==> src/arb_pkg.sv <==
`default_nettype none

package arb_pkg;

    // lane number, 0 or 1.
    typedef logic lane_id_t;

    // grant of the packet merger.
    typedef enum logic [1:0] {
        idle       = 2'd0, // waiting for a packet boundary.
        lane0_busy = 2'd1, // lane 0 owns the output.
        lane1_busy = 2'd2  // lane 1 owns the output.
    } grant_state_t;

endpackage

`default_nettype wire

==> src/stream_pkg.sv <==
`default_nettype none

package stream_pkg;

    parameter int DATA_WIDTH = 16; // default beat width.

    // one beat of a lane.
    typedef struct packed {
        logic [DATA_WIDTH-1:0] data;
        logic                  last; // final beat of a packet.
    } beat_t;

    // one beat of the merged output stream.
    typedef struct packed {
        arb_pkg::lane_id_t lane; // source lane.
        beat_t             beat;
    } tagged_beat_t;

endpackage

`default_nettype wire

==> src/stream_if.sv <==
`timescale 1ns/1ps
`default_nettype none

// valid/ready stream link.
// a beat moves on a clock edge with tvalid and tready both high.
interface stream_if #(
    parameter int DATA_WIDTH = stream_pkg::DATA_WIDTH
) ();

    logic                  tvalid;
    logic                  tready;
    logic [DATA_WIDTH-1:0] tdata;
    logic                  tlast;

    // source side of the link.
    modport producer (
        output tvalid,
        output tdata,
        output tlast,
        input  tready
    );

    // sink side of the link.
    modport consumer (
        input  tvalid,
        input  tdata,
        input  tlast,
        output tready
    );

endinterface

`default_nettype wire

==> src/skid_buffer.sv <==
`timescale 1ns/1ps
`default_nettype none

module skid_buffer #(
    parameter type payload_t = logic [7:0]
) (
    input  logic     clk,
    input  logic     rst,
    input  payload_t din,
    input  logic     din_valid,
    output logic     din_ready,
    output payload_t dout,
    output logic     dout_valid,
    input  logic     dout_ready
);

    payload_t spare;       // catches the beat in flight on a stall.
    logic     spare_valid;
    logic     load_main;
    logic     load_spare;

    // main register is free when empty or draining.
    assign load_main  = ~spare_valid & (~dout_valid | dout_ready);
    assign load_spare = ~spare_valid & dout_valid & ~dout_ready & din_valid;

    // ready comes from a flop only.
    assign din_ready = ~spare_valid;

    always_ff @(posedge clk) begin
        if (rst) begin
            dout_valid  <= 1'b0;
            spare_valid <= 1'b0;
        end else begin
            if (spare_valid) begin
                if (dout_ready) begin
                    spare_valid <= 1'b0; // spare moves up, main stays valid.
                end
            end else if (load_main) begin
                dout_valid <= din_valid;
            end else if (load_spare) begin
                spare_valid <= 1'b1;
            end
        end
    end

    // payload path.
    always_ff @(posedge clk) begin
        if (spare_valid & dout_ready) begin
            dout <= spare;
        end else if (load_main & din_valid) begin
            dout <= din;
        end
        if (load_spare) begin
            spare <= din;
        end
    end

endmodule

`default_nettype wire

==> src/simple_dual_ram.sv <==
`timescale 1ns/1ps
`default_nettype none

module simple_dual_ram #(
    parameter type payload_t = logic [7:0],
    parameter int  DEPTH     = 8
) (
    input  logic                     clk,
    input  logic                     wr_en,
    input  logic [$clog2(DEPTH)-1:0] wr_addr,
    input  payload_t                 wr_data,
    input  logic [$clog2(DEPTH)-1:0] rd_addr,
    output payload_t                 rd_data
);

    payload_t                 mem [DEPTH];
    logic [$clog2(DEPTH)-1:0] rd_addr_q; // first read stage.

    // write port.
    always_ff @(posedge clk) begin
        if (wr_en) begin
            mem[wr_addr] <= wr_data;
        end
    end

    // read port, address register then output register.
    // a same-edge write to the read slot returns the old word.
    always_ff @(posedge clk) begin
        rd_addr_q <= rd_addr;
        rd_data   <= mem[rd_addr_q];
    end

endmodule

`default_nettype wire

==> src/axis_fifo_sync.sv <==
`timescale 1ns/1ps
`default_nettype none

module axis_fifo_sync #(
    parameter int DATA_WIDTH = stream_pkg::DATA_WIDTH,
    parameter int ADDR_WIDTH = 3
) (
    input logic        clk,
    input logic        rst,
    stream_if.consumer wr,
    stream_if.producer rd
);

    typedef enum logic [1:0] {
        normal   = 2'd0,
        one_held = 2'd1,
        two_held = 2'd2
    } catch_state_t;

    stream_pkg::beat_t   wr_beat;
    stream_pkg::beat_t   wq_beat;  // out of the write skid buffer.
    logic                wq_valid;
    logic                wq_ready;
    logic [ADDR_WIDTH:0] wr_ptr;   // msb is the wrap bit.
    logic [ADDR_WIDTH:0] rd_ptr;
    logic                fifo_full;
    logic                fifo_empty;
    stream_pkg::beat_t   ram_beat;
    logic                rd_req;
    logic [1:0]          rd_pipe;  // tracks the two ram read stages.
    catch_state_t        state;
    catch_state_t        state_next;
    stream_pkg::beat_t   hold0;    // oldest held beat.
    stream_pkg::beat_t   hold1;
    stream_pkg::beat_t   rq_beat;  // into the read skid buffer.
    logic                rq_valid;
    logic                rq_ready;
    stream_pkg::beat_t   rd_beat;

    assign wr_beat.data = wr.tdata[DATA_WIDTH-1:0];
    assign wr_beat.last = wr.tlast;

    skid_buffer #(
        .payload_t(stream_pkg::beat_t)
    ) i_skid_wr (
        .clk        (clk),
        .rst        (rst),
        .din        (wr_beat),
        .din_valid  (wr.tvalid),
        .din_ready  (wr.tready),
        .dout       (wq_beat),
        .dout_valid (wq_valid),
        .dout_ready (wq_ready)
    );

    assign fifo_empty = (wr_ptr == rd_ptr);
    assign fifo_full  = (wr_ptr[ADDR_WIDTH] != rd_ptr[ADDR_WIDTH]) &&
                        (wr_ptr[ADDR_WIDTH-1:0] == rd_ptr[ADDR_WIDTH-1:0]);
    assign wq_ready   = ~fifo_full;

    // new reads only start while nothing is held.
    assign rd_req = rq_ready & ~fifo_empty & (state == normal);

    always_ff @(posedge clk) begin
        if (rst) begin
            wr_ptr  <= '0;
            rd_ptr  <= '0;
            rd_pipe <= 2'b00;
        end else begin
            if (wq_valid & wq_ready) begin
                wr_ptr <= wr_ptr + 1'b1;
            end
            if (rd_req) begin
                rd_ptr <= rd_ptr + 1'b1;
            end
            rd_pipe <= {rd_pipe[0], rd_req};
        end
    end

    simple_dual_ram #(
        .payload_t (stream_pkg::beat_t),
        .DEPTH     (2**ADDR_WIDTH)
    ) i_ram (
        .clk     (clk),
        .wr_en   (wq_valid & wq_ready),
        .wr_addr (wr_ptr[ADDR_WIDTH-1:0]),
        .wr_data (wq_beat),
        .rd_addr (rd_ptr[ADDR_WIDTH-1:0]),
        .rd_data (ram_beat)
    );

    // catch-up FSM. up to two reads are in flight when the read side stalls.
    always_comb begin
        state_next = state;
        case (state)
            normal: begin
                if (rd_pipe[1] & ~rq_ready) state_next = one_held;
            end
            one_held: begin
                if (rq_ready) begin
                    if (!rd_pipe[1]) state_next = normal; // nothing more arriving.
                end else if (rd_pipe[1]) begin
                    state_next = two_held;
                end
            end
            two_held: begin
                if (rq_ready) state_next = one_held;
            end
            default: state_next = normal;
        endcase
    end

    always_ff @(posedge clk) begin
        if (rst) begin
            state <= normal;
        end else begin
            state <= state_next;
        end
    end

    // held beats keep their arrival order.
    always_ff @(posedge clk) begin
        case (state)
            normal: begin
                if (rd_pipe[1] & ~rq_ready) hold0 <= ram_beat;
            end
            one_held: begin
                if (rd_pipe[1]) begin
                    if (rq_ready) hold0 <= ram_beat;
                    else hold1 <= ram_beat;
                end
            end
            two_held: begin
                if (rq_ready) hold0 <= hold1; // second beat moves up.
            end
            default: ;
        endcase
    end

    assign rq_beat  = (state == normal) ? ram_beat : hold0;
    assign rq_valid = rd_pipe[1] | (state != normal);

    skid_buffer #(
        .payload_t(stream_pkg::beat_t)
    ) i_skid_rd (
        .clk        (clk),
        .rst        (rst),
        .din        (rq_beat),
        .din_valid  (rq_valid),
        .din_ready  (rq_ready),
        .dout       (rd_beat),
        .dout_valid (rd.tvalid),
        .dout_ready (rd.tready)
    );

    assign rd.tdata = DATA_WIDTH'(rd_beat.data);
    assign rd.tlast = rd_beat.last;

endmodule

`default_nettype wire

==> src/packet_merger.sv <==
`timescale 1ns/1ps
`default_nettype none

module packet_merger #(
    parameter int DATA_WIDTH = stream_pkg::DATA_WIDTH
) (
    input  logic                  clk,
    input  logic                  rst,
    stream_if.consumer            lane0,
    stream_if.consumer            lane1,
    output logic [DATA_WIDTH-1:0] out_tdata,
    output logic                  out_tlast,
    output arb_pkg::lane_id_t     out_tlane,
    output logic                  out_tvalid,
    input  logic                  out_tready
);

    arb_pkg::grant_state_t    state;
    arb_pkg::grant_state_t    state_next;
    arb_pkg::lane_id_t        last_lane; // sender of the previous packet.
    arb_pkg::lane_id_t        pick;
    arb_pkg::lane_id_t        cur_lane;
    stream_pkg::tagged_beat_t in_beat;
    logic                     in_valid;
    logic                     in_ready;
    logic                     in_fire;
    stream_pkg::tagged_beat_t out_beat;

    // round-robin choice at a packet boundary.
    always_comb begin
        if (lane0.tvalid & lane1.tvalid) begin
            pick = ~last_lane; // the other lane wins a tie.
        end else if (lane1.tvalid) begin
            pick = 1'b1;
        end else begin
            pick = 1'b0;
        end
    end

    always_comb begin
        state_next = state;
        case (state)
            arb_pkg::idle: begin
                if (lane0.tvalid | lane1.tvalid) begin
                    if (pick) state_next = arb_pkg::lane1_busy;
                    else state_next = arb_pkg::lane0_busy;
                end
            end
            arb_pkg::lane0_busy, arb_pkg::lane1_busy: begin
                if (in_fire & in_beat.beat.last) state_next = arb_pkg::idle;
            end
            default: state_next = arb_pkg::idle;
        endcase
    end

    always_ff @(posedge clk) begin
        if (rst) begin
            state     <= arb_pkg::idle;
            last_lane <= 1'b1; // lane 0 goes first.
        end else begin
            state <= state_next;
            if (in_fire & in_beat.beat.last) begin
                last_lane <= cur_lane;
            end
        end
    end

    assign cur_lane = (state == arb_pkg::lane1_busy);

    // only the granted lane sees ready.
    assign lane0.tready = (state == arb_pkg::lane0_busy) & in_ready;
    assign lane1.tready = (state == arb_pkg::lane1_busy) & in_ready;

    assign in_valid = ((state == arb_pkg::lane0_busy) & lane0.tvalid) |
                      ((state == arb_pkg::lane1_busy) & lane1.tvalid);
    assign in_fire  = in_valid & in_ready;

    assign in_beat.lane      = cur_lane;
    assign in_beat.beat.data = cur_lane ? lane1.tdata : lane0.tdata;
    assign in_beat.beat.last = cur_lane ? lane1.tlast : lane0.tlast;

    skid_buffer #(
        .payload_t(stream_pkg::tagged_beat_t)
    ) i_skid_out (
        .clk        (clk),
        .rst        (rst),
        .din        (in_beat),
        .din_valid  (in_valid),
        .din_ready  (in_ready),
        .dout       (out_beat),
        .dout_valid (out_tvalid),
        .dout_ready (out_tready)
    );

    assign out_tdata = DATA_WIDTH'(out_beat.beat.data);
    assign out_tlast = out_beat.beat.last;
    assign out_tlane = out_beat.lane;

endmodule

`default_nettype wire

==> src/stream_merge_top.sv <==
`timescale 1ns/1ps
`default_nettype none

module stream_merge_top #(
    parameter int DATA_WIDTH = stream_pkg::DATA_WIDTH,
    parameter int ADDR_WIDTH = 3
) (
    input  logic                  clk,
    input  logic                  rst,
    input  logic [DATA_WIDTH-1:0] in0_tdata,
    input  logic                  in0_tlast,
    input  logic                  in0_tvalid,
    output logic                  in0_tready,
    input  logic [DATA_WIDTH-1:0] in1_tdata,
    input  logic                  in1_tlast,
    input  logic                  in1_tvalid,
    output logic                  in1_tready,
    output logic [DATA_WIDTH-1:0] out_tdata,
    output logic                  out_tlast,
    output arb_pkg::lane_id_t     out_tlane,
    output logic                  out_tvalid,
    input  logic                  out_tready
);

    stream_if #(.DATA_WIDTH(DATA_WIDTH)) in0_if ();
    stream_if #(.DATA_WIDTH(DATA_WIDTH)) in1_if ();
    stream_if #(.DATA_WIDTH(DATA_WIDTH)) lane0_if (); // fifo 0 to merger.
    stream_if #(.DATA_WIDTH(DATA_WIDTH)) lane1_if (); // fifo 1 to merger.

    assign in0_if.tdata  = in0_tdata;
    assign in0_if.tlast  = in0_tlast;
    assign in0_if.tvalid = in0_tvalid;
    assign in0_tready    = in0_if.tready;

    assign in1_if.tdata  = in1_tdata;
    assign in1_if.tlast  = in1_tlast;
    assign in1_if.tvalid = in1_tvalid;
    assign in1_tready    = in1_if.tready;

    axis_fifo_sync #(
        .DATA_WIDTH (DATA_WIDTH),
        .ADDR_WIDTH (ADDR_WIDTH)
    ) i_fifo0 (
        .clk (clk),
        .rst (rst),
        .wr  (in0_if),
        .rd  (lane0_if)
    );

    axis_fifo_sync #(
        .DATA_WIDTH (DATA_WIDTH),
        .ADDR_WIDTH (ADDR_WIDTH)
    ) i_fifo1 (
        .clk (clk),
        .rst (rst),
        .wr  (in1_if),
        .rd  (lane1_if)
    );

    packet_merger #(
        .DATA_WIDTH (DATA_WIDTH)
    ) i_merger (
        .clk        (clk),
        .rst        (rst),
        .lane0      (lane0_if),
        .lane1      (lane1_if),
        .out_tdata  (out_tdata),
        .out_tlast  (out_tlast),
        .out_tlane  (out_tlane),
        .out_tvalid (out_tvalid),
        .out_tready (out_tready)
    );

endmodule

`default_nettype wire

==> config.mk <==
export PLATFORM = sky130hd
export DESIGN_NAME = stream_merge_top
export DESIGN_NICKNAME = d
export VERILOG_FILES = /design/src/arb_pkg.sv /design/src/stream_pkg.sv /design/src/stream_if.sv /design/src/skid_buffer.sv /design/src/simple_dual_ram.sv /design/src/axis_fifo_sync.sv /design/src/packet_merger.sv /design/src/stream_merge_top.sv
export SDC_FILE = /design/constraint.sdc
export NUM_CORES = 1
export LEC_CHECK = 0
export BUFFER_PORTS_ARGS = -buffer_cell sky130_fd_sc_hd__buf_4
export CORE_ASPECT_RATIO = 1.2
export CORE_MARGIN = 5
export CORE_UTILIZATION = 59
export DETAILED_ROUTE_END_ITERATION = 12
export PLACE_DENSITY = 0.82
export SETUP_SLACK_MARGIN = 0.5
export SLEW_MARGIN = 20
export SYNTH_ARGS = -nofsm -noshare
export SYNTH_HDL_FRONTEND = slang
export SYNTH_SLANG_ARGS = --single-unit
export TNS_END_PERCENT = 1
==> constraint.sdc <==
create_clock -name clk -period 3.8 [get_ports clk]
set_clock_uncertainty 0.15 [all_clocks]
set_input_delay 0.76 -clock clk [delete_from_list [all_inputs] [get_ports clk]]
set_output_delay 0.76 -clock clk [all_outputs]
set_load 0.02 [all_outputs]
Word level (Yosys, flattened, before mapping)
Memory sizes are Yosys's and may differ from the RTL's. A register that Yosys moved wholly into a read port is not among the register bits.
Index checks and enable logic that the tools add are counted.
{"block": "op_classes", "magnitude_cmp": 0, "bitwise": 72, "n_div": 0, "n_reduce_logical": 27, "shift": 0, "addsub": 4, "n_mul": 0, "n_mux": 66, "n_eq_ne": 26}
{"op": "17-bit 2-to-1 mux", "n": 18}
{"op": "17-bit case mux with 3 select lines", "n": 2}
{"op": "1-bit AND", "n": 45}
{"op": "18-bit 2-to-1 mux", "n": 2}
{"op": "1-bit 2-to-1 mux", "n": 27}
{"op": "2-bit 2-to-1 mux", "n": 13}
{"op": "1-bit inverter", "n": 18}
{"op": "4-bit by 1-bit adder with 4-bit output, second input constant", "n": 4}
{"op": "16-bit 2-to-1 mux", "n": 1}
{"op": "2-bit nonzero test", "n": 7}
{"op": "2-bit by 1-bit inequality test with 1-bit output, second input constant", "n": 6}
{"op": "2-bit case mux with 3 select lines", "n": 2}
{"op": "2-bit AND reduction", "n": 6}
{"op": "5-bit AND reduction", "n": 2}
{"op": "1-bit bitwise OR", "n": 9}
{"op": "4-bit == test", "n": 2}
{"op": "2-bit inequality test, second input constant", "n": 4}
{"op": "4-bit AND reduction", "n": 2}
{"op": "2-bit by 1-bit == test with 1-bit output, second input constant", "n": 3}
{"op": "2-bit == test, second input constant", "n": 3}
{"op": "3-bit == test", "n": 2}
{"op": "2-bit zero test", "n": 3}
{"op": "3-bit by 2-bit inequality test with 1-bit output, second input constant", "n": 2}
{"op": "3-bit inequality test, second input constant", "n": 2}
{"op": "6 further kinds", "n": 10}
{"block": "word_totals", "latch_bits": 0, "out_inout_bits": 21, "rom_bits": 0, "regBits": 283, "mem_count": 2, "ram_bits": 272, "in_bits": 39}
{"memory": "i_fifo0.i_ram.mem", "depth": 8, "width": 17, "rd": 1, "rd_ports_with_merged_regs": 1, "wr": 1, "line_no": "simple_dual_ram.sv:16", "rtl": "payload_t mem [DEPTH];"}
{"memory": "i_fifo1.i_ram.mem", "depth": 8, "width": 17, "rd": 1, "rd_ports_with_merged_regs": 1, "wr": 1, "line_no": "simple_dual_ram.sv:16"}

Depth between registers and ports, before layout
Gate-level depths: netlist of run 1.
{"block": "depth", "ltp_word": 8, "ltp_mapped": 7}

Modules after synthesis
Synthesis of run 1 repeated with hierarchy kept, for this count alone.
{"block": "hier_totals", "cells_unflattened": 1135, "area_unflattened_um2": 22982.0}
{"module": "simple_dual_ram", "area_per_inst_um2": 5659.2, "seq_area_each_um2": 4484.3, "cells_per_inst": 230, "n_inst": 2}
{"module": "skid_buffer (i_fifo0.i_skid_rd ...)", "area_per_inst_um2": 1377.6, "seq_area_each_um2": 1061.0, "cells_per_inst": 66, "n_inst": 4}
{"module": "axis_fifo_sync", "area_per_inst_um2": 2134.5, "seq_area_each_um2": 1261.2, "cells_per_inst": 147, "n_inst": 2}
{"module": "skid_buffer (i_merger.i_skid_out)", "area_per_inst_um2": 1448.9, "seq_area_each_um2": 1121.1, "cells_per_inst": 69, "n_inst": 1}
{"module": "packet_merger", "area_per_inst_um2": 435.4, "seq_area_each_um2": 60.1, "cells_per_inst": 48, "n_inst": 1}

Least setup slack after synthesis of run 1
Ideal clock, no wire load.
{"block": "synth_timing", "path_kind": "reg2reg", "startpoint": "register i_fifo0.wr_ptr[1]", "endpoint": "memory i_fifo0.i_ram.mem[5][0] (netlist bit), enable pin", "period_less_slack_ps": 3522, "t_required_ps": 3209, "setup_slack_ps": 278, "setup_ps": 441, "stages_incl_launch_ff": 6, "arrival_ps": 2931, "cell_sequence": "dfxtp_1 buf_2 xor2_1 nor4_1 clkbuf_1 nor4b_1"}
{"block": "synth_via", "elab_chain_len": 6}
{"element": "start, declared", "line_no": "axis_fifo_sync.sv:24", "rtl": "logic [ADDR_WIDTH:0] wr_ptr;"}
{"element": "start signal, assigned", "line_no": "axis_fifo_sync.sv:71", "rtl": "wr_ptr <= wr_ptr + 1'b1;"}
{"element": "3-bit == test", "line_no": "axis_fifo_sync.sv:58", "rtl": "(wr_ptr[ADDR_WIDTH-1:0] == rd_ptr[ADDR_WIDTH-1:0]);"}
{"element": "1-bit logical AND", "line_no": "axis_fifo_sync.sv:57", "rtl": "assign fifo_full = (wr_ptr[ADDR_WIDTH] != rd_ptr[ADDR_WIDTH]) &&"}
{"element": "1-bit inverter", "line_no": "axis_fifo_sync.sv:59", "rtl": "assign wq_ready = ~fifo_full;"}
{"element": "1-bit AND", "line_no": "axis_fifo_sync.sv:85", "rtl": ".wr_en (wq_valid & wq_ready),"}
{"element": "1-bit 2-to-1 mux", "line_no": "simple_dual_ram.sv:21", "rtl": "if (wr_en) begin"}
{"element": "1-bit 2-to-1 mux (implied by the code)", "line_no": "simple_dual_ram.sv:22", "rtl": "mem[wr_addr] <= wr_data;"}
{"element": "end, declared", "line_no": "simple_dual_ram.sv:16"}
Parallel ways exist; a longest one is shown, timed or not.

Final worst setup path of run 1
{"block": "layout_timing", "startpoint": "register i_fifo1.wr_ptr[0]", "endpoint": "memory i_fifo1.i_ram.mem[2][10] (netlist bit), enable pin"}
{"block": "layout_via", "elab_chain_len": 6}
{"element": "start, declared", "line_no": "axis_fifo_sync.sv:24"}
{"element": "start signal, assigned", "line_no": "axis_fifo_sync.sv:71"}
{"element": "3-bit == test", "line_no": "axis_fifo_sync.sv:58"}
{"element": "1-bit logical AND", "line_no": "axis_fifo_sync.sv:57"}
{"element": "1-bit inverter", "line_no": "axis_fifo_sync.sv:59"}
{"element": "1-bit AND", "line_no": "axis_fifo_sync.sv:85"}
{"element": "1-bit 2-to-1 mux", "line_no": "simple_dual_ram.sv:21"}
{"element": "1-bit 2-to-1 mux (implied by the code)", "line_no": "simple_dual_ram.sv:22"}
{"element": "end, declared", "line_no": "simple_dual_ram.sv:16"}
Parallel ways exist; a longest one is shown, timed or not.

==> impl_metrics.toml, run 1 <==
[run_status]
status = "complete, no violations"

[timing]
rsz0062_at_grt = "false"
worst_pin_slew_ns = 1.12
finalCritPeriodShare_pct = 76.7
slew_violations = 0
max_freq_ghz = 0.343
setup-violations-final = 0
max_slew_margin_pct = 25.0
layout_min_cycle_time_ns = 2.92
fin_tns_setup_ns = 0
hold_viol_final = 0

[synthesis]
synth-adder-area-share_pct = 0.391
synth_top_family_by_area = "multiplexers"
netlist_top_cells_count = "edfxtp_1, mux2_2, nand2_1"
synth_top_area_cell = "edfxtp_1"
ys.flop_type = "edfxtp_1"
syn_area_mm2 = 0.0224
synth.distinct_cells = 47
ys_warn_count = 0
synth_compound_area_share_pct = 1.57
synth_edf_count = 512
ys_seq_elements = 589
synth_nets = 1255
synth-xor-area-share_pct = 0.508
netlist_instances = 1209
yosysMostFrequentCell = "edfxtp_1"
synthMuxAreaShare_pct = 16.1
async_flop_share_pct = 0
synth_area_per_cell_um2 = 18.5
yosysTopAreaCellShare_pct = 68.6
synth_area_leaders = "edfxtp_1, mux2_2, dfxtp_1"
synth.yosys.seq_area_share_pct = 75.4
synthSimpleGateAreaFrac_pct = 4.57

[floorplanning]
core_mm2 = 0.0377
fp.dieH_um = 224
ioPinCount = 60
start_util_pct = 59.5
dieArea_mm2 = 0.0420
fp.dieW_um = 188
row_count = 78

[power_and_ir_drop]
totalPowerFinal_w = 0.0156
p_per_area_mw_per_mm2 = 617
static-leakage-power_nw = 8.48
vdd_drop_max_mv = 0.451

[placement]
place.gp.congestion = 0.820
hpwl_um = 23900
portBuffers = 59

[global_routing]
grt_pass1_vias = 11300
grt_pass1_wl_um = 64100
antenna_found_initial = 0
grt_max_degree = 47
overflow = 0
track_usage_pct = 19.4

[worst_setup_path]
ff2ff_path_depth = 5
r2r_end = "i_fifo1.i_ram.mem[2][10]"
path_max_fanout = 17
crit_path_start_kind = "flop"
r2r-start = "i_fifo1.wr_ptr[0]"
cp-endpoint = "i_fifo1.i_ram.mem[2][10]"
critPathLaunch = "i_fifo1.wr_ptr[0]"
arrival_ns = 2.95
cp.required_ns = 3.84
endpoint_kind = "flop"
r2r_slack_ns = 0.88
crit_type = "reg2reg"

[clocking]
postCtsResizedCells = 0
path_clk_slew_ns = 0.07
cts_hold_repair.buffers = 0
clock_sinks = 589
cts_inserted_buffers = 53
htree_levels = 2
cts_tree = "done"
clock-root-buffer = "clkbuf_16"
clock_path_buffers = 3
clock_latency_ns = 0.58
postCtsSetupBuffers = 0

[final_layout]
area_delta_synth_final_pct = 13.0
fin_nets = 1339
num_antenna_cells = 0
drive_above_1_share_pct = 33.0

[drt]
vias_per_cell = 5.90
first_iter_violations = 866
avgRoutedWirePerCell_um = 22.1
post-route-drc-count = 0
routed_wirelength_um = 40200
vias = 10700
ant_nets = 0
drt_first_pass_iters = 4

[min_path]
hp-class = "in2reg"

[flow_run]
max_cap_violations = 0
[routing by layer]
layer  part of all wire (%)  track usage, %  up-vias
met3                    5.6            3.38       90
li1                       -               -     4857
met4                    3.6            7.39        0
met2                     50            32.2      364
met5                      0               0        -
met1                     41            26.1     5412
[worst min-delay path by stage]
stage	start	to	slack, ns	cells past startpoint
finish	in0_tdata[1]	i_fifo0.i_skid_wr.spare[2]	0.22	1
detailed placement	i_fifo1.rd_ptr[2]	i_fifo1.i_ram.rd_addr_q[2]	0.24	0
global placement	i_fifo1.rd_ptr[2]	i_fifo1.i_ram.rd_addr_q[2]	0.24	0
global route	in0_tdata[6]	i_fifo0.i_skid_wr.spare[7]	0.19	1
floorplan	i_fifo0.rd_ptr[2]	i_fifo0.i_ram.rd_addr_q[2]	0.23	0
CTS	in0_tdata[1]	i_fifo0.i_skid_wr.spare[2]	0.19	1
[state kept, by name, indices dropped and copies added (netlist names), 18 cells and up]
signal                     flops
i_fifo0.i_ram.mem            136
i_fifo1.i_ram.mem            136
i_merger.i_skid_out.dout      18
i_merger.i_skid_out.spare     18
[worst max-delay path: stages, from the launching register on]
cell      delay (ns)
dfxtp_1         0.67
xor2_1          0.35
nor4_2          0.16
buf_4           0.20
nand2b_1        0.25
nor3_4          0.75
[cell families (layout without fill, tap and decap cells)]
family | after synthesis | after routing
compound gates | 55 | 55
xor+xnor | 13 | 13
fa+ha+maj | 7 | 7
buf+inv | 72 | 201
flops | 589 | 589
mux | 250 | 250
simple gates | 223 | 223
[area by class of cell]
type | instances | area [um2]
inverters | 13 | 48.8
multi-input cells | 548 | 5340
repair buffers | 88 | 661
clock inverters | 31 | 324
clock buffers | 69 | 1440
fillers | 2333 | 12300
flip-flops and latches | 589 | 16900
well taps | 480 | 601
[stage by stage]
| step | hold WS [ns] | utilization, % | instance area [um2] | std cells | setup WS, ns |
|---|---|---|---|---|---|
| after global routing | 0.193 | 67.2 | 25300 | 1818 | 0.710 |
| final | 0.216 | 67.2 | 25300 | 1818 | 0.885 |
| after floorplan | 0.228 | - | 22400 | 1209 | 0.306 |
| after global placement | 0.241 | 62.6 | 23600 | 1718 | 0.863 |
| after CTS | 0.189 | 67.2 | 25300 | 1818 | 0.633 |
| after detailed placement | 0.245 | 62.6 | 23600 | 1718 | 0.681 |
[cell usage in the layout (no fill, tap or decap), types with 12 or more instances in the layout]
master / n
nor2b_1: 16
dfxtp_1: 73
nand2_1: 121
edfxtp_1: 512
clkbuf_16: 55
o21ai_0: 13
buf_4: 88
inv_1: 13
nand2b_1: 12
mux4_2: 68
clkinv_2: 12
mux2_2: 164
nor2_1: 25
a21oi_1: 19
clkbuf_1: 13
[power breakdown]
group / total, W / internal (W) / switching, W / leakage [nW]
Sequential: 0.00827 / 0.00770 / 0.000569 / 5.29
Combinational: 0.00200 / 0.00116 / 0.000838 / 2.34
Clock: 0.00536 / 0.00309 / 0.00226 / 0.858
Total: 0.0156 / 0.0120 / 0.00367 / 8.48
(Power assumes the default switching activity.)
==> run 2, diff against run 1 <==
ABC_AREA = 1   (was not set)
clock period = 2.75 ns   (was 3.8 ns; I/O delays follow)
==> impl_metrics.toml, run 2 <==
[synthesis]
synth_area_leaders = "edfxtp_1, nand2_1, dfxtp_1"
yosysMostFrequentCell = "edfxtp_1"
synth_edf_count = 512
yosysTopAreaCellShare_pct = 67.2
synth_nets = 1964
synth_area_per_cell_um2 = 11.9
ys_warn_count = 0
async_flop_share_pct = 0
synth_top_area_cell = "edfxtp_1"
syn_area_mm2 = 0.0229
ys_seq_elements = 589
synth.distinct_cells = 28
netlist_top_cells_count = "edfxtp_1, nand2_1, nor2_1"
ys.flop_type = "edfxtp_1"
synth.yosys.seq_area_share_pct = 74.0
netlist_instances = 1918

[final_layout]
n_fill_cell = 2527
final_cell_mix = "edfxtp_1, nand2_1, nor2_1"
fin_nets = 2060
fin_util_pct = 67.3
num_antenna_cells = 0
drive_above_1_share_pct = 11.2
reg_top3 = "i_fifo0.i_ram.mem (136), i_fifo1.i_ram.mem (136)"
area_delta_synth_final_pct = 13.4
multi_input_area_mm2 = 0.00525
seqCellArea_mm2 = 0.0169
final_common_cell = "edfxtp_1"

[clocking]
clock_path_buffers = 3
cts_inserted_buffers = 52
cts_tree = "done"
htree_levels = 2
clock_sinks = 589
postCtsSetupBuffers = 0
path_clk_slew_ns = 0.06
clock_latency_ns = 0.57
clock-root-buffer = "clkbuf_16"

[power_and_ir_drop]
static-leakage-power_nw = 9.56
vdd_drop_max_mv = 0.634
p_per_area_mw_per_mm2 = 886
totalPowerFinal_w = 0.0230

[timing]
setup-violations-final = 0
finalCritPeriodShare_pct = 81.7
final.setup.worst_slack_ns = 0.504
whs_ns = 0.0278
hold_viol_final = 0
max_freq_ghz = 0.445
worst_pin_slew_ns = 0.739
slew_violations = 0
max_slew_margin_pct = 50.4
layout_min_cycle_time_ns = 2.25
rsz0062_at_grt = "true"
fin_tns_setup_ns = 0

[floorplanning]
start_util_pct = 59.3
row_count = 79
dieArea_mm2 = 0.0428
fp.dieH_um = 226
core_mm2 = 0.0385
fp.dieW_um = 190
ioPinCount = 60

[worst_setup_path]
cp.required_ns = 2.80
crit_type = "reg2reg"
endpoint_kind = "flop"
crit_path_start_kind = "flop"
path_max_fanout = 20
arrival_ns = 2.30

[placement]
portBuffers = 59
place_ws_ns = 0.363
hpwl_um = 28100
place.gp.congestion = 0.906

[flow_run]
max_cap_violations = 0

[drt]
first_iter_violations = 1211
ant_nets = 0
vias_per_cell = 5.60
drt_first_pass_iters = 6
post-route-drc-count = 0
routed_wirelength_um = 44100
vias = 14200
avgRoutedWirePerCell_um = 17.4

[global_routing]
grt_pass1_vias = 14100
grt_max_degree = 69
antenna_found_initial = 0
track_usage_pct = 20.4
grt_pass1_wl_um = 70400
overflow = 0

[min_path]
hp-class = "in2reg"

[run_status]
status = "complete, no violations"
## run 2: worst paths after layout
path,endpoint,slack [ns],start,cells past startpoint
worst max register to register,i_merger.i_skid_out.spare[12],0.50,i_merger.state[0],8
worst min-delay path,i_fifo1.i_skid_wr.spare[8],0.03,in1_tdata[7],1
worst min register to register,i_fifo1.rd_pipe[1],0.26,i_fifo1.rd_pipe[0],2
worst max-delay path,i_merger.i_skid_out.spare[12],0.50,i_merger.state[0],8
## run 2: cells by family (layout without fill, tap and decap cells)
| kind of cell | count (synthesis) | in the layout | share of synthesized area [%] |
|---|---|---|---|
| and+or+nand+nor | 850 | 852 | 14.7 |
| DFF | 589 | 589 | 74.0 |
| AOI/OAI and AO/OA | 304 | 304 | 7.16 |
| buffers and inverters | 156 | 292 | 3.24 |
| xor gates and xnor gates | 12 | 12 | 0.525 |
| adders and majority gates | 7 | 7 | 0.383 |
## run 2: area by class of cell
cell class / instances / area share, %
clock buffers: 67 / 5.55
clock inverters: 29 / 1.49
inverters: 65 / 0.970
multi-input cells: 1175 / 20.2
flip-flops and latches: 589 / 65.2
well taps: 486 / 2.34
repair buffers: 131 / 4.16
## run 2: metrics by stage
step / instance area, um2 / cells
2_1_floorplan: 22900 / 1918
3_3_place_gp: 23800 / 2419
3_5_place_dp: 23800 / 2419
4_1_cts: 25900 / 2540
5_1_grt: 25900 / 2542
6_report: 25900 / 2542
## run 2: repair_timing
action,CTS,global route
hold buffers,25,0
hold endpoints to repair,25,0
resized for setup,1,6
gates cloned,0,2
pin swaps,0,1
setup endpoints to repair,102,342
## run 2: report_power, final
group	switching [W]	internal, W	total [W]
sequential	0.000511	0.0108	0.0113
clock	0.00304	0.00454	0.00758
combinational	0.00278	0.00134	0.00412
## run 2: worst max-delay path: stages, from the launching register on
cell     delay [ns]
dfxtp_1        0.33
inv_1          0.08
ha_1           0.18
inv_2          0.15
o21ai_2        0.20
nand2_1        0.13
inv_1          0.07
nand2_1        0.06
inv_1          0.53
## run 2: metal layers
| layer | track usage, % | share of wire [%] |
|---|---|---|
| met3 | 3.28 | 7.3 |
| met1 | 26.0 | 38 |
| met5 | 0 | 0 |
| met2 | 35.0 | 50 |
| met4 | 9.15 | 4.2 |
==> run 3, diff against run 2 <==
clock period = 2.3 ns   (was 2.75 ns; I/O delays follow)
==> impl_metrics.toml, run 3 (synthesis gave the netlist of run 2 again) <==
[run_status]
status = "complete, no violations"

[timing]
whs_ns = 0.0388
worst_pin_slew_ns = 0.512
finalCritPeriodShare_pct = 84.1
slew_violations = 0
max_freq_ghz = 0.517
max_slew_margin_pct = 65.8
hold_viol_final = 0
setup-violations-final = 0
rsz0062_at_grt = "true"
layout_min_cycle_time_ns = 1.93
final.setup.worst_slack_ns = 0.365
fin_tns_setup_ns = 0

[final_layout]
fin_nets = 2087
fin_util_pct = 68.7
final_common_cell = "edfxtp_1"
area_delta_synth_final_pct = 15.7
num_antenna_cells = 0
n_fill_cell = 2463
final_cell_mix = "edfxtp_1, nand2_1, nor2_1"
reg_top3 = "i_fifo0.i_ram.mem (136), i_fifo1.i_ram.mem (136)"
drive_above_1_share_pct = 13.9

[placement]
place_ws_ns = 0.242
hpwl_um = 27700
portBuffers = 59
place.gp.congestion = 0.867

[worst_setup_path]
path_max_fanout = 18
cp.required_ns = 1.69
arrival_ns = 1.32
crit_type = "reg2out"
endpoint_kind = "primary output"
crit_path_start_kind = "flop"

[drt]
routed_wirelength_um = 44800
drt_first_pass_iters = 5
first_iter_violations = 1284
ant_nets = 0
post-route-drc-count = 0
vias_per_cell = 5.66
avgRoutedWirePerCell_um = 17.4
vias = 14500

[floorplanning]
fp.dieH_um = 226
row_count = 79
fp.dieW_um = 190
start_util_pct = 59.3
core_mm2 = 0.0385
dieArea_mm2 = 0.0428
ioPinCount = 60

[global_routing]
track_usage_pct = 20.9
antenna_found_initial = 0
grt_max_degree = 49
overflow = 0
grt_pass1_wl_um = 71800
grt_pass1_vias = 14200

[min_path]
hp-class = "in2reg"

[clocking]
cts_inserted_buffers = 53
clock_sinks = 589
clock-root-buffer = "clkbuf_16"
path_clk_slew_ns = 0.06
clock_latency_ns = 0.59
cts_tree = "done"
htree_levels = 2
clock_path_buffers = 3

[power_and_ir_drop]
vdd_drop_max_mv = 0.968
static-leakage-power_nw = 9.73
totalPowerFinal_w = 0.0275
p_per_area_mw_per_mm2 = 1040

[flow_run]
max_cap_violations = 0
## run 3: changes by cell type in the layout (fill, tap and decap cells not counted), moves of 8 or more
cell and delta:
nor2_1 -20, dfxtp_1 -15, nor2_2 +12, dfxtp_2 +11
buf_12 +9, dlygate4sd3_1 +9, buf_6 +8, nor2_4 +8
## run 3: cell type report
cell class,count,area (um2),area share [%]
clock buffers,71,1440,5.42
clock inverters,28,343,1.30
inverters,65,254,0.960
multi-input cells,1173,5390,20.4
flip-flops and latches,589,16900,64.0
well taps,486,608,2.30
repair buffers,159,1490,5.62
## run 3: through the flow
step	instance area [um2]	instances
floorplan	23000	1918
global placement	24100	2429
detailed placement	24100	2429
CTS	26300	2566
global route	26500	2571
finish	26500	2571
## run 3: what timing repair did
| action | CTS | global route |
|---|---|---|
| setup buffers | 3 | 5 |
| hold buffers | 34 | 0 |
| pin swaps | 2 | 2 |
| gates resized for setup | 30 | 22 |
| hold endpoints to repair | 51 | 0 |
| gates cloned | 1 | 0 |
| endpoints found under the setup margin | 467 | 551 |
## run 3: worst paths after layout
check / cells after the start / slack (ns) / startpoint / endpoint
worst max-delay path: 3 / 0.37 / i_fifo0.i_skid_wr.spare_valid / in0_tready
worst max register to register: 9 / 0.39 / i_fifo1.wr_ptr[0] / i_fifo1.i_ram.mem[0][3]
worst min register to register: 0 / 0.25 / i_fifo0.rd_ptr[0] / i_fifo0.i_ram.rd_addr_q[0]
worst min-delay path: 4 / 0.04 / out_tready / i_merger.i_skid_out.spare_valid
## run 3: critical path, cell delays in order (launching register included)
cell,delay (ns)
dfxtp_4,0.40
buf_12,0.15
inv_1,0.05
buf_4,0.15
## run 3: power breakdown
part | leakage [nW] | internal (W) | total (W) | switching (W)
registers | 5.29 | 0.0129 | 0.0135 | 0.000608
clock network | 0.860 | 0.00519 | 0.00890 | 0.00371
logic | 3.57 | 0.00169 | 0.00515 | 0.00346
total | 9.73 | 0.0198 | 0.0275 | 0.00777
## run 3: per-layer routing
| layer | up-vias | global-route usage, % | part of all wire (%) |
|---|---|---|---|
| met5 | - | 0 | 0 |
| met4 | 0 | 7.68 | 3.0 |
| met3 | 97 | 3.35 | 7.2 |
| met2 | 625 | 37.2 | 52 |
| met1 | 6904 | 26.1 | 38 |
| li1 | 6922 | - | - |
